**config.mk**
```make
export PLATFORM = sky130hd
export DESIGN_NAME = fsqrt_top
export DESIGN_NICKNAME = d
export VERILOG_FILES = /design/src/source/fsqrt_pkg.sv /design/src/source/fsqrt_ctrl_fsm.sv /design/src/source/fsqrt_iter_counter.sv /design/src/source/fsqrt_unpack.sv /design/src/source/fsqrt_root_recurrence.sv /design/src/source/fsqrt_round_pack.sv /design/src/source/fsqrt_top.sv
export SDC_FILE = /design/constraint.sdc
export NUM_CORES = 1
export LEC_CHECK = 0
export ABC_CLOCK_PERIOD_IN_PS = 4500
export BUFFER_PORTS_ARGS = -buffer_cell sky130_fd_sc_hd__buf_2
export CAP_MARGIN = 20
export CORE_ASPECT_RATIO = 1.75
export CORE_MARGIN = 4
export CORE_UTILIZATION = 35
export DETAILED_ROUTE_END_ITERATION = 7
export HOLD_SLACK_MARGIN = 0.12
export MAX_ROUTING_LAYER = met4
export PLACE_DENSITY_LB_ADDON = 0.3
export SLEW_MARGIN = 30
export SYNTH_ARGS = -nofsm -noshare
export SYNTH_HDL_FRONTEND = slang
export SYNTH_SLANG_ARGS = --single-unit
```
**constraint.sdc**
```tcl
create_clock -name clk -period 4.5 [get_ports clk]
set_input_delay 0.225 -clock clk [delete_from_list [all_inputs] [get_ports clk]]
set_output_delay 0.225 -clock clk [all_outputs]
set_load 0.02 [all_outputs]
```
**src/source/fsqrt_pkg.sv**
```systemverilog
// Floating-point square root
// Shared widths, codes and payload types

package fsqrt_pkg;

	// ======================================================================
	// Format widths
	// ======================================================================

	localparam int F32_EXP_W  = 8;
	localparam int F32_FRAC_W = 23;
	localparam int F16_EXP_W  = 5;
	localparam int F16_FRAC_W = 10;

	localparam int F32_BIAS = 127;
	localparam int F16_BIAS = 15;

	// Root bits developed: hidden bit, stored fraction and one round bit
	localparam int ROOT_W     = F32_FRAC_W + 2;
	localparam int ROOT_W_F16 = F16_FRAC_W + 2;

	// Two radicand bits are consumed for every root bit
	localparam int RAD_W = 2 * ROOT_W;
	localparam int REM_W = ROOT_W + 2;

	// ======================================================================
	// Rounding modes and flag positions
	// ======================================================================

	localparam logic [2:0] RM_RNE = 3'd0;
	localparam logic [2:0] RM_RTZ = 3'd1;
	localparam logic [2:0] RM_RDN = 3'd2;
	localparam logic [2:0] RM_RUP = 3'd3;
	localparam logic [2:0] RM_RMM = 3'd4;

	// Flag field is {NV, DZ, OF, UF, NX}
	localparam int FLAG_NV = 4;
	localparam int FLAG_NX = 0;

	// ======================================================================
	// Types
	// ======================================================================

	typedef enum logic {
		FMT_F16 = 1'b0,
		FMT_F32 = 1'b1
	} fmt_e;

	typedef struct packed {
		fmt_e        fmt;
		logic [31:0] op;
		logic [2:0]  rm;
	} sqrt_req_t;

	typedef struct packed {
		logic [31:0] res;
		logic [4:0]  flags;
	} sqrt_resp_t;

	// The same 32-bit word seen as binary32 or as binary16 in the low half
	typedef union packed {
		struct packed {
			logic                  sign;
			logic [F32_EXP_W-1:0]  exp;
			logic [F32_FRAC_W-1:0] frac;
		} f32;
		struct packed {
			logic [15:0]           unused;
			logic                  sign;
			logic [F16_EXP_W-1:0]  exp;
			logic [F16_FRAC_W-1:0] frac;
		} f16;
	} op_word_u;

	// Operand class and the result exponent before rounding
	typedef struct packed {
		logic       is_nan;
		logic       is_snan;
		logic       is_inf;
		logic       is_zero;
		logic       is_neg;
		logic       sign;
		logic [9:0] exp;
	} op_class_t;

endpackage

```
**src/source/fsqrt_ctrl_fsm.sv**
```systemverilog
// Square root control FSM

`timescale 1ns/1ps

module fsqrt_ctrl_fsm (
	input  logic clk,
	input  logic rst_n,
	input  logic flush_i,
	input  logic req_valid_i,
	output logic req_ready_o,
	output logic resp_valid_o,
	input  logic resp_ready_i,
	input  logic is_special_i,
	input  logic last_i,
	output logic accept_o,
	output logic step_o
);

	typedef enum logic [1:0] {
		IDLE,
		ITER,
		DONE
	} state_e;

	state_e state_q;
	state_e state_d;

	// Handshakes and datapath steering all decode the current state
	assign req_ready_o  = (state_q == IDLE);
	assign resp_valid_o = (state_q == DONE);
	assign accept_o     = req_valid_i & req_ready_o;
	assign step_o       = (state_q == ITER);

	always_comb begin
		state_d = state_q;
		unique case (state_q)
			// Special operands skip the recurrence and answer on the next cycle
			IDLE: if (accept_o) state_d = is_special_i ? DONE : ITER;
			// The counter flags the step that develops the round bit
			ITER: if (last_i) state_d = DONE;
			// Result and flags hold here until the consumer takes them
			DONE: if (resp_ready_i) state_d = IDLE;
			default: state_d = IDLE;
		endcase
		// Flush wins over any handshake in the same cycle
		if (flush_i)
			state_d = IDLE;
	end

	always_ff @(posedge clk or negedge rst_n) begin
		if (!rst_n) begin
			state_q <= IDLE;
		end else begin
			state_q <= state_d;
		end
	end

	// A normal operand must enter ITER with steps still left on the counter
	assert property (@(posedge clk) disable iff (!rst_n)
		(accept_o && !is_special_i) |=> !last_i)
		else $error("iteration count already at zero when ITER was entered");

endmodule

```
**src/source/fsqrt_iter_counter.sv**
```systemverilog
// Recurrence step counter

`timescale 1ns/1ps

module fsqrt_iter_counter
	import fsqrt_pkg::*;
(
	input  logic clk,
	input  logic rst_n,
	input  logic accept_i,
	input  logic step_i,
	input  fmt_e fmt_i,
	output logic last_o
);

	localparam int CNT_W = $clog2(ROOT_W);

	logic [CNT_W-1:0] cnt_q;

	// One step per root bit, so the last step happens at count zero
	always_ff @(posedge clk) begin
		if (accept_i) begin
			cnt_q <= (fmt_i == FMT_F16) ? CNT_W'(ROOT_W_F16 - 1) : CNT_W'(ROOT_W - 1);
		end else if (step_i && !last_o) begin
			cnt_q <= cnt_q - 1'b1;
		end
	end

	assign last_o = (cnt_q == '0);

	// The FSM must leave ITER after the final step instead of running past zero
	assert property (@(posedge clk) disable iff (!rst_n) (step_i && last_o) |=> !step_i)
		else $error("recurrence step after the count reached zero");

endmodule

```
**src/source/fsqrt_unpack.sv**
```systemverilog
// Operand decode and radicand alignment

`timescale 1ns/1ps

module fsqrt_unpack
	import fsqrt_pkg::*;
(
	input  logic             clk,
	input  logic             accept_i,
	input  sqrt_req_t        req_i,
	output logic             is_special_o,
	output logic [RAD_W-1:0] radicand_o,
	output op_class_t        class_o,
	output fmt_e             fmt_o,
	output logic [2:0]       rm_o
);

	op_word_u              op_w;
	logic                  sign;
	logic [F32_EXP_W-1:0]  exp_b;
	logic [F32_FRAC_W-1:0] frac_a;
	logic [9:0]            bias;
	logic                  exp_max;
	logic                  exp_zero;
	logic                  frac_zero;
	logic [ROOT_W-1:0]     rad_top;
	op_class_t             class_d;
	op_class_t             class_q;
	fmt_e                  fmt_q;
	logic [2:0]            rm_q;

	assign op_w = req_i.op;

	// ======================================================================
	// Field extraction
	// ======================================================================

	// Binary16 fields are widened to binary32 size with the fraction MSB-aligned
	always_comb begin
		if (req_i.fmt == FMT_F16) begin
			sign    = op_w.f16.sign;
			exp_b   = {{(F32_EXP_W - F16_EXP_W){1'b0}}, op_w.f16.exp};
			frac_a  = {op_w.f16.frac, {(F32_FRAC_W - F16_FRAC_W){1'b0}}};
			exp_max = &op_w.f16.exp;
			bias    = 10'(F16_BIAS);
		end else begin
			sign    = op_w.f32.sign;
			exp_b   = op_w.f32.exp;
			frac_a  = op_w.f32.frac;
			exp_max = &op_w.f32.exp;
			bias    = 10'(F32_BIAS);
		end
	end

	assign exp_zero  = (exp_b == '0);
	assign frac_zero = (frac_a == '0);

	// Subnormals fall in with zeros and keep their sign
	always_comb begin
		class_d.is_nan  = exp_max & ~frac_zero;
		class_d.is_snan = exp_max & ~frac_zero & ~frac_a[F32_FRAC_W-1];
		class_d.is_inf  = exp_max & frac_zero;
		class_d.is_zero = exp_zero;
		class_d.is_neg  = sign & ~exp_zero & ~(exp_max & ~frac_zero);
		class_d.sign    = sign & exp_zero;
		// floor((exp - bias) / 2) + bias equals floor((exp + bias) / 2)
		class_d.exp     = 10'(({2'b00, exp_b} + bias) >> 1);
	end

	// Anything negative, NaN, infinite or zero takes the short path
	assign is_special_o = exp_max | exp_zero | sign;

	// The bias is odd, so an even biased exponent is an odd true exponent
	// and the mantissa doubles to keep the halved exponent exact
	assign rad_top    = exp_b[0] ? {2'b01, frac_a} : {1'b1, frac_a, 1'b0};
	assign radicand_o = {rad_top, {(RAD_W - ROOT_W){1'b0}}};

	always_ff @(posedge clk) begin
		if (accept_i) begin
			class_q <= class_d;
			fmt_q   <= req_i.fmt;
			rm_q    <= req_i.rm;
		end
	end

	assign class_o = class_q;
	assign fmt_o   = fmt_q;
	assign rm_o    = rm_q;

endmodule

```
**src/source/fsqrt_root_recurrence.sv**
```systemverilog
// Restoring square-root recurrence

`timescale 1ns/1ps

module fsqrt_root_recurrence
	import fsqrt_pkg::*;
(
	input  logic              clk,
	input  logic              accept_i,
	input  logic              step_i,
	input  logic [RAD_W-1:0]  radicand_i,
	output logic [ROOT_W-1:0] root_o,
	output logic              sticky_o
);

	logic [RAD_W-1:0]  rad_q;
	logic [REM_W-1:0]  rem_q;
	logic [ROOT_W-1:0] root_q;
	logic [REM_W-1:0]  rem_shift;
	logic [REM_W-1:0]  trial;
	logic              root_bit;

	// ======================================================================
	// One root bit per step
	// ======================================================================

	// The top two remainder bits are still zero whenever a step is taken
	assign rem_shift = {rem_q[REM_W-3:0], rad_q[RAD_W-1 -: 2]};

	// Trial value is 4*root + 1, which is (2*root + 1)^2 - (2*root)^2
	assign trial = {root_q, 2'b01};

	assign root_bit = (rem_shift >= trial);

	always_ff @(posedge clk) begin
		if (accept_i) begin
			rad_q  <= radicand_i;
			rem_q  <= '0;
			root_q <= '0;
		end else if (step_i) begin
			rad_q  <= rad_q << 2;
			rem_q  <= root_bit ? (rem_shift - trial) : rem_shift;
			root_q <= {root_q[ROOT_W-2:0], root_bit};
		end
	end

	// Binary16 leaves its root in the low ROOT_W_F16 bits after fewer steps
	assign root_o = root_q;

	// Any leftover remainder means the exact root lies below the developed bits
	assign sticky_o = |rem_q;

	// A remainder above 2*root would mean a root bit was wrongly rejected
	assert property (@(posedge clk) step_i |=> (rem_q <= {1'b0, root_q, 1'b0}))
		else $error("remainder exceeds twice the partial root");

endmodule

```
**src/source/fsqrt_round_pack.sv**
```systemverilog
// Rounding, special results and packing

`timescale 1ns/1ps

module fsqrt_round_pack
	import fsqrt_pkg::*;
(
	input  op_class_t         class_i,
	input  fmt_e              fmt_i,
	input  logic [2:0]        rm_i,
	input  logic [ROOT_W-1:0] root_i,
	input  logic              sticky_i,
	output sqrt_resp_t        resp_o
);

	logic                  f16;
	logic [F32_FRAC_W-1:0] kept;
	logic                  rnd;
	logic                  lsb;
	logic                  round_up;
	logic [F32_FRAC_W:0]   sum;
	logic                  carry;
	logic [F32_FRAC_W-1:0] frac_r;
	logic [9:0]            exp_r;
	logic                  nan_res;
	logic                  special;
	logic [9:0]            out_exp;
	logic [F32_FRAC_W-1:0] out_frac;
	op_word_u              res_w;

	assign f16 = (fmt_i == FMT_F16);

	// ======================================================================
	// Rounding of the developed root
	// ======================================================================

	// The hidden bit sits above the kept fraction and is dropped here
	assign kept = f16 ? {{(F32_FRAC_W - F16_FRAC_W){1'b0}}, root_i[ROOT_W_F16-2:1]}
	                  : root_i[ROOT_W-2:1];
	assign rnd  = root_i[0];
	assign lsb  = root_i[1];

	// Normal results are positive, so RTZ and RDN always truncate
	always_comb begin
		unique case (rm_i)
			RM_RNE:  round_up = rnd & (sticky_i | lsb);
			RM_RUP:  round_up = rnd | sticky_i;
			RM_RMM:  round_up = rnd;
			default: round_up = 1'b0;
		endcase
	end

	assign sum = {1'b0, kept} + (F32_FRAC_W + 1)'(round_up);

	// An all-ones fraction carries out into the exponent
	assign carry  = f16 ? sum[F16_FRAC_W] : sum[F32_FRAC_W];
	assign frac_r = carry ? '0 : sum[F32_FRAC_W-1:0];
	assign exp_r  = class_i.exp + 10'(carry);

	// ======================================================================
	// Special results and packing
	// ======================================================================

	// Negative nonzero operands share the canonical qNaN with NaN inputs
	assign nan_res = class_i.is_nan | class_i.is_neg;
	assign special = nan_res | class_i.is_inf | class_i.is_zero;

	always_comb begin
		if (nan_res) begin
			out_exp  = '1;
			out_frac = f16 ? F32_FRAC_W'(1 << (F16_FRAC_W - 1)) : F32_FRAC_W'(1 << (F32_FRAC_W - 1));
		end else if (class_i.is_inf) begin
			out_exp  = '1;
			out_frac = '0;
		end else if (class_i.is_zero) begin
			out_exp  = '0;
			out_frac = '0;
		end else begin
			out_exp  = exp_r;
			out_frac = frac_r;
		end
	end

	// Binary16 results sit in the low half with the upper half zero
	always_comb begin
		res_w = '0;
		if (f16) begin
			res_w.f16.sign = class_i.sign;
			res_w.f16.exp  = out_exp[F16_EXP_W-1:0];
			res_w.f16.frac = out_frac[F16_FRAC_W-1:0];
		end else begin
			res_w.f32.sign = class_i.sign;
			res_w.f32.exp  = out_exp[F32_EXP_W-1:0];
			res_w.f32.frac = out_frac;
		end
	end

	// Divide-by-zero, overflow and underflow can never occur and stay zero
	always_comb begin
		resp_o.res            = res_w;
		resp_o.flags          = '0;
		resp_o.flags[FLAG_NV] = class_i.is_snan | class_i.is_neg;
		resp_o.flags[FLAG_NX] = ~special & (rnd | sticky_i);
	end

endmodule

```
**src/source/fsqrt_top.sv**
```systemverilog
// Floating-point square root top level

`timescale 1ns/1ps

module fsqrt_top
	import fsqrt_pkg::*;
(
	input  logic       clk,
	input  logic       rst_n,
	input  logic       flush_i,
	input  logic       req_valid_i,
	output logic       req_ready_o,
	input  sqrt_req_t  req_i,
	output logic       resp_valid_o,
	input  logic       resp_ready_i,
	output sqrt_resp_t resp_o
);

	// Steering between the controller and the datapath
	logic accept;
	logic step;
	logic last;
	logic is_special;

	// Datapath values
	logic [RAD_W-1:0]  radicand;
	logic [ROOT_W-1:0] root;
	logic              sticky;
	op_class_t         op_class;
	fmt_e              fmt_q;
	logic [2:0]        rm_q;

	fsqrt_ctrl_fsm fsqrt_ctrl_fsm (
		.clk(clk), .rst_n(rst_n), .flush_i(flush_i),
		.req_valid_i(req_valid_i), .req_ready_o(req_ready_o),
		.resp_valid_o(resp_valid_o), .resp_ready_i(resp_ready_i),
		.is_special_i(is_special), .last_i(last),
		.accept_o(accept), .step_o(step)
	);

	// The count is loaded from the incoming request format
	fsqrt_iter_counter fsqrt_iter_counter (
		.clk(clk), .rst_n(rst_n), .accept_i(accept), .step_i(step),
		.fmt_i(req_i.fmt), .last_o(last)
	);

	fsqrt_unpack fsqrt_unpack (
		.clk(clk), .accept_i(accept), .req_i(req_i), .is_special_o(is_special),
		.radicand_o(radicand), .class_o(op_class), .fmt_o(fmt_q), .rm_o(rm_q)
	);

	fsqrt_root_recurrence fsqrt_root_recurrence (
		.clk(clk), .accept_i(accept), .step_i(step), .radicand_i(radicand),
		.root_o(root), .sticky_o(sticky)
	);

	fsqrt_round_pack fsqrt_round_pack (
		.class_i(op_class), .fmt_i(fmt_q), .rm_i(rm_q), .root_i(root),
		.sticky_i(sticky), .resp_o(resp_o)
	);

endmodule

```
Word-level counts from Yosys, hierarchy flattened
Cells that the tools add are included.
{"block": "op_classes", "add_sub_neg": 5, "n_mul": 0, "div_mod_pow": 0, "order_cmp": 1, "n_eq_ne": 7, "shift": 0, "n_mux": 31, "bitwise_logic": 22, "n_reduce_logical": 13}
{"op": "$mux W23", "n": 7}
{"op": "$mux W50", "n": 2}
{"op": "$mux W16", "n": 2}
{"op": "$mux W8", "n": 4}
{"op": "$ge A27 B27 Y1", "n": 1}
{"op": "$mux W27", "n": 1}
{"op": "$reduce_or A27 Y1", "n": 1}
{"op": "$sub A27 B27 Y27", "n": 1}
{"op": "$mux W25", "n": 1}
{"op": "$add A23 B1 Y24", "n": 1}
{"op": "$logic_not A23 Y1", "n": 1}
{"op": "$mux W5", "n": 3}
{"op": "$mux W2", "n": 5}
{"op": "$add A8 B7 Y9", "n": 1}
{"op": "$and A1 B1 Y1", "n": 9}
{"op": "$add A8 B1 Y8", "n": 1}
{"op": "$logic_not A8 Y1", "n": 1}
{"op": "$or A1 B1 Y1", "n": 8}
{"op": "$reduce_and A8 Y1", "n": 1}
{"op": "$mux W7", "n": 1}
{"op": "$ne A3 B3 Y1 const B", "n": 2}
{"op": "$pmux W2 S3", "n": 1}
{"op": "$logic_not A5 Y1", "n": 1}
{"op": "$not A1 Y1", "n": 5}
{"op": "15 further kinds", "n": 18}
{"block": "word_totals", "ff_bits": 102, "latchBits": 0, "mem_bits_rw": 0, "rom_bits": 0, "in_bits": 41, "output_inout_bits": 39, "n_memories": 0}

Logic depth before layout (Yosys ltp)
{"block": "depth", "depth_word": 11, "ltp_mapped": 19}

Cells and area by module
From an unflattened synthesis, not the netlist that was laid out.
{"block": "hier_totals", "cells_unflattened": 955, "area_unflattened_um2": 9126.3}
{"mod": "fsqrt_root_recurrence", "n_inst": 1, "cells_each": 608, "area_each_um2": 6012.0}
{"mod": "fsqrt_unpack", "n_inst": 1, "cells_each": 162, "area_each_um2": 1691.6}
{"mod": "fsqrt_round_pack", "n_inst": 1, "cells_each": 150, "area_each_um2": 1017.2}
{"mod": "fsqrt_iter_counter", "n_inst": 1, "cells_each": 22, "area_each_um2": 270.3}
{"mod": "fsqrt_ctrl_fsm", "n_inst": 1, "cells_each": 13, "area_each_um2": 135.1}

Worst setup path after synthesis
No wires, ideal clock.
{"block": "synth_timing", "kind": "reg-to-output", "startpoint": "reg fsqrt_root_recurrence.rem_q[5]", "endpoint": "out resp_o[19] (netlist name)", "t_arrival_ns": 2.955, "required_ns": 4.275, "slack_ns": 1.320, "path_stages_with_launch": 20, "n_path_buf": 0, "cell_sequence": "dfxtp_1 nor4_1 nand4_1 nor3_1 nor2_1 nand3_1 o41ai_1 ha_1 ha_1 nand4_1 nor2_1 nand2_1 o22ai_1 ha_1 ha_1 nand3_1 xor2_1 o21ai_0 nand2b_1 o21ai_0"}
{"element": "start, declared", "line": "fsqrt_root_recurrence.sv:17", "rtl": "logic [REM_W-1:0] rem_q;"}
{"element": "start signal, assigned", "line": "fsqrt_root_recurrence.sv:42", "rtl": "rem_q <= root_bit ? (rem_shift - trial) : rem_shift;"}
{"element": "end, declared", "line": "fsqrt_top.sv:16", "rtl": "output sqrt_resp_t resp_o"}

==> impl_table.tex <==
\begin{tabular}{lr}
\hline
Metric & Value \\
\hline
\multicolumn{2}{l}{\textbf{Outcome}} \\
\quad Result of the run & finished, final reports clean \\
\multicolumn{2}{l}{\textbf{Timing}} \\
\quad Final period utilization & 92.2\% \\
\quad Setup TNS & 0 ps \\
\quad Unrepaired setup endpoints after global routing & false \\
\quad Remaining max-slew budget at the tightest pin & 40.7\% \\
\quad Count of endpoints failing setup in the final report & 0 \\
\quad Transition at the pin with the smallest max-transition slack & 889 ps \\
\quad Clk\_skew & 8.72 ps \\
\quad Maximum clock frequency & 241 MHz \\
\quad Total count of hold-check failures in the final report & 0 \\
\quad Final critical path time including I/O delays and setup & 4150 ps \\
\quad Total count of max-transition violations in the final report & 0 \\
\multicolumn{2}{l}{\textbf{Global routing}} \\
\quad Antenna violations before repair & 0 \\
\quad Global route total overflow & 0 \\
\quad GRT Total Usage & 19.3\% \\
\quad First-pass GRT wire length & 33.8 mm \\
\quad Number of global-route vias before repair & 6461 \\
\quad Pin count of the biggest net entering global routing & 89 \\
\multicolumn{2}{l}{\textbf{Logic synthesis}} \\
\quad Total of flip-flops plus latches after synthesis & 102 \\
\quad Sequential area share after synthesis & 35.1\% \\
\quad EDFF count, synth & 48 \\
\quad Share of synthesized registers carrying an async set or reset & 1.96\% \\
\quad Synthesis Warnings & 0 \\
\quad Post-synthesis instance area & 7220 um\^{}2 \\
\quad Leading cell types by total area after synthesis & sky130\_fd\_sc\_hd\_\_edfxtp\_1 (20\%), sky130\_fd\_sc\_hd\_\_dfxtp\_1 (14\%), sky130\_fd\_sc\_hd\_\_ha\_1 (6.2\%) \\
\quad Number of cells produced by synthesis & 845 \\
\quad Post-synth top area share & 20.0\% \\
\quad Primary FF master, synth & sky130\_fd\_sc\_hd\_\_dfxtp\_1 \\
\quad Mean instance size in the synthesized netlist & 8.55 um\^{}2 \\
\quad Count of different cell masters after synthesis & 69 \\
\quad Yosys top cell by area & sky130\_fd\_sc\_hd\_\_edfxtp\_1 \\
\multicolumn{2}{l}{\textbf{Floorplan}} \\
\quad Horizontal die dimension & 117 um \\
\quad Core area & 20300 um\^{}2 \\
\quad Number of I/O pins & 80 \\
\quad Initial core utilization & 35.6\% \\
\quad Die Height & 198 um \\
\quad Number of placement rows & 69 \\
\quad Area enclosed by the die boundary & 23100 um\^{}2 \\
\multicolumn{2}{l}{\textbf{Critical path}} \\
\quad Required time of the critical path & 4280 ps \\
\quad Crit path max fanout & 4 \\
\quad Delay of the slowest cell on the worst path & 390 ps \\
\quad Most common cell on crit path & sky130\_fd\_sc\_hd\_\_ha\_1 \\
\quad Setup crit start kind & flop \\
\quad Data arrival, critical path & 3920 ps \\
\quad Critical Path Slowest Stage Cell & sky130\_fd\_sc\_hd\_\_dfxtp\_1 \\
\quad Nature of the critical path endpoint & primary output \\
\quad Critical Path, Cell by Cell & nor3\_1 -> nand3\_1 -> nor3\_1 -> nor2\_1 -> nand3\_1 -> o41ai\_1 -> ha\_1 -> ha\_1 -> nand4\_1 -> nor2\_1 -> nand2\_1 -> o22ai\_1 -> ha\_1 -> ha\_1 -> nand3\_1 -> xor2\_1 -> o21ai\_0 -> nand2b\_1 -> o21ai\_0 -> buf\_2 \\
\quad Path type of the worst setup path & flop to primary output \\
\multicolumn{2}{l}{\textbf{Routing}} \\
\quad Final routed DRC violation total & 0 \\
\quad Aggregate routed wire length & 21.1 mm \\
\quad Total via count in the routed design & 6362 \\
\quad 1st-iter DRT viols & 289 \\
\quad Remaining antenna violation count & 0 \\
\quad Wirelength per Cell & 18.3 um \\
\quad Pre-antenna DRT Iters & 5 \\
\quad Detail-routed via count per cell & 5.51 \\
\multicolumn{2}{l}{\textbf{Cells and area}} \\
\quad Final core area utilization & 40.1\% \\
\quad Ant. Diodes & 0 \\
\quad Filler cells & 2073 \\
\quad Syn-to-layout area delta & 12.8\% \\
\quad Non-Filler Instances & 1154 \\
\quad Total Nets Final & 978 \\
\quad Share of cells above drive strength 1 & 13.9\% \\
\quad Area of all placed cells without fillers & 8150 um\^{}2 \\
\multicolumn{2}{l}{\textbf{Clock network}} \\
\quad Clock latency on the worst-skew pair & 360 ps \\
\quad CTS clk-pin slew, worst paths & 70 ps \\
\quad Total CTS buffers & 9 \\
\quad Clk buf depth & 2 \\
\quad Total number of H-tree levels & 3 \\
\quad Sinks on Clock Net & 102 \\
\quad Cell at the root of the clock tree & sky130\_fd\_sc\_hd\_\_clkbuf\_16 \\
\quad CTS tree & built \\
\multicolumn{2}{l}{\textbf{Pwr}} \\
\quad Peak ir drop on the vdd network & 0.342 mV \\
\quad Standby leakage power & 0.00322 uW \\
\quad Power density over cell area & 642 nW/um\^{}2 \\
\multicolumn{2}{l}{\textbf{Placement}} \\
\quad DP Area & 7740 um\^{}2 \\
\quad IO Port Bufs & 76 \\
\quad HPWL reported at the end of detailed placement & 16.5 mm \\
\quad Number of cells after detailed placement & 1133 \\
\quad Placer's final routability congestion estimate & 0.941 \\
\multicolumn{2}{l}{\textbf{Job}} \\
\quad Number of violations of the max-capacitance limit & 0 \\
\multicolumn{2}{l}{\textbf{Hold path}} \\
\quad Hold/Removal Path Class & input port to flop \\
\hline
\end{tabular}
-- through the flow --
stage / hold WS, ps / worst slack, ps / power (uW)
2_1_floorplan: -70.6 / 1320 / 3730
3_3_place_gp: 9.71 / 766 / 4290
3_5_place_dp: 11.7 / 640 / 4290
4_1_cts: 159 / 231 / 5210
5_1_grt: 216 / 28.9 / 5570
6_report: 160 / 353 / 5230
-- report_power, final --
part | internal (uW) | switching (uW)
Clock | 523 | 369
Combinational | 1230 | 1800
Sequential | 1170 | 132
Total | 2930 | 2300
-- Yosys cell counts, drive strengths merged, types with 3 or more instances --
| library cell | number |
|---|---|
| dfxtp | 52 |
| o41ai | 3 |
| o22ai | 5 |
| xnor2 | 42 |
| edfxtp | 48 |
| nor2b | 13 |
| clkbuf | 31 |
| or3 | 6 |
| nand2 | 61 |
| a22o | 11 |
| buf | 15 |
| a21oi | 51 |
| nand2b | 9 |
| nor3b | 4 |
| mux2i | 44 |
| and3 | 13 |
| nor4 | 15 |
| o21a | 5 |
| o31ai | 3 |
| and2 | 10 |
| o21bai | 3 |
| a31oi | 5 |
| a211oi | 13 |
| o21ai | 86 |
| xor2 | 14 |
| nand3 | 48 |
| nor3 | 20 |
| o211ai | 7 |
| nor2 | 77 |
| a21o | 7 |
| mux2 | 9 |
| and4 | 3 |
| inv | 38 |
| ha | 36 |
| nand4 | 15 |
-- critical path, delay by kind of cell, from the launching register on --
family	cells	cell delay (ps)
buf+inv	1	180
compound gates	4	610
xor+xnor	1	140
simple gates	10	1350
fa+ha+maj	4	860
flops	1	390
-- metal layers --
| metal | vias up | wire length [um] | part of all wire [%] | GRT usage (%) |
|---|---|---|---|---|
| met5 | - | 0 | 0 | - |
| met4 | 0 | 1130 | 5.3 | 10.7 |
| met3 | 57 | 623 | 3.0 | 2.35 |
| met2 | 154 | 11600 | 55 | 35.4 |
| met1 | 2974 | 7680 | 36 | 19.4 |
| li1 | 3177 | - | - | - |
-- final cells by class --
type / count / area (um^2) / share of cell area, %
clock inverter: 6 / 92.6 / 1.14
sequential: 102 / 2530 / 31.1
timing repair buffer: 89 / 490 / 6.02
tap: 248 / 310 / 3.81
inverter: 38 / 143 / 1.75
clock buffer: 10 / 250 / 3.07
multi-input combinational: 661 / 4330 / 53.1
-- kinds of logic after synthesis --
group / share of synthesized area (%)
AOI/OAI and AO/OA: 18.3
xor gates and xnor gates: 6.79
adders and majority gates: 6.24
buffers and inverters: 5.41
DFF: 35.1
muxes: 7.55
other: 0.0519
and+or+nand+nor: 20.6
-- state kept, by name, summed over array words and instances, names as in the netlist --
name and flops:
fsqrt_iter_counter.cnt_q 5, fsqrt_unpack.class_o 14, fsqrt_ctrl_fsm.state_q 2, fsqrt_unpack.rm_o 3
fsqrt_root_recurrence.root_o 25, fsqrt_root_recurrence.rad_q 25, fsqrt_root_recurrence.rem_q 27, fsqrt_unpack.fmt_o 1
-- placed cells by master, fill, tap and decap left out, types with 6 or more instances in the layout --
| cell type | count |
|---|---|
| sky130_fd_sc_hd__o21ai_0 | 79 |
| sky130_fd_sc_hd__nor2_1 | 77 |
| sky130_fd_sc_hd__buf_2 | 76 |
| sky130_fd_sc_hd__nand2_1 | 60 |
| sky130_fd_sc_hd__dfxtp_1 | 52 |
| sky130_fd_sc_hd__a21oi_1 | 50 |
| sky130_fd_sc_hd__nand3_1 | 48 |
| sky130_fd_sc_hd__edfxtp_1 | 48 |
| sky130_fd_sc_hd__mux2i_1 | 44 |
| sky130_fd_sc_hd__xnor2_1 | 42 |
| sky130_fd_sc_hd__inv_1 | 37 |
| sky130_fd_sc_hd__ha_1 | 36 |
| sky130_fd_sc_hd__nor3_1 | 20 |
| sky130_fd_sc_hd__nand4_1 | 15 |
| sky130_fd_sc_hd__xor2_1 | 14 |
| sky130_fd_sc_hd__nor4_1 | 13 |
| sky130_fd_sc_hd__and3_1 | 13 |
| sky130_fd_sc_hd__a211oi_1 | 12 |
| sky130_fd_sc_hd__nor2b_1 | 11 |
| sky130_fd_sc_hd__a22o_1 | 11 |
| sky130_fd_sc_hd__and2_1 | 10 |
| sky130_fd_sc_hd__clkbuf_16 | 10 |
| sky130_fd_sc_hd__mux2_2 | 8 |
| sky130_fd_sc_hd__buf_4 | 8 |
| sky130_fd_sc_hd__nand2b_1 | 7 |
| sky130_fd_sc_hd__a21o_1 | 7 |
| sky130_fd_sc_hd__or3_1 | 6 |
| sky130_fd_sc_hd__o211ai_1 | 6 |
-- final timing paths --
kind | cells past startpoint | from | slack, ps | endpoint
hold / removal | 4 | resp_ready_i | 160 | fsqrt_ctrl_fsm.state_q[1]
min in group asynchronous | 2 | rst_n | 190 | fsqrt_ctrl_fsm.state_q[1]
hold reg to reg | 2 | fsqrt_root_recurrence.root_o[0] | 480 | fsqrt_root_recurrence.root_o[0]
max in group asynchronous | 2 | rst_n | 4210 | fsqrt_ctrl_fsm.state_q[0]
setup reg to reg | 11 | fsqrt_root_recurrence.root_o[10] | 1050 | fsqrt_root_recurrence.rem_q[21]
setup / recovery | 20 | fsqrt_root_recurrence.rem_q[14] | 350 | resp_o[19]
-- repair_timing --
action                                  in CTS  in global routing
hold endpoints to repair                     7                  0
gates resized for setup                      0                  2
hold buffers                                 5                  0
endpoints found under the setup margin       0                  2
setup buffers                                0                  0
Note: power is estimated with default switching activity, not from simulation.
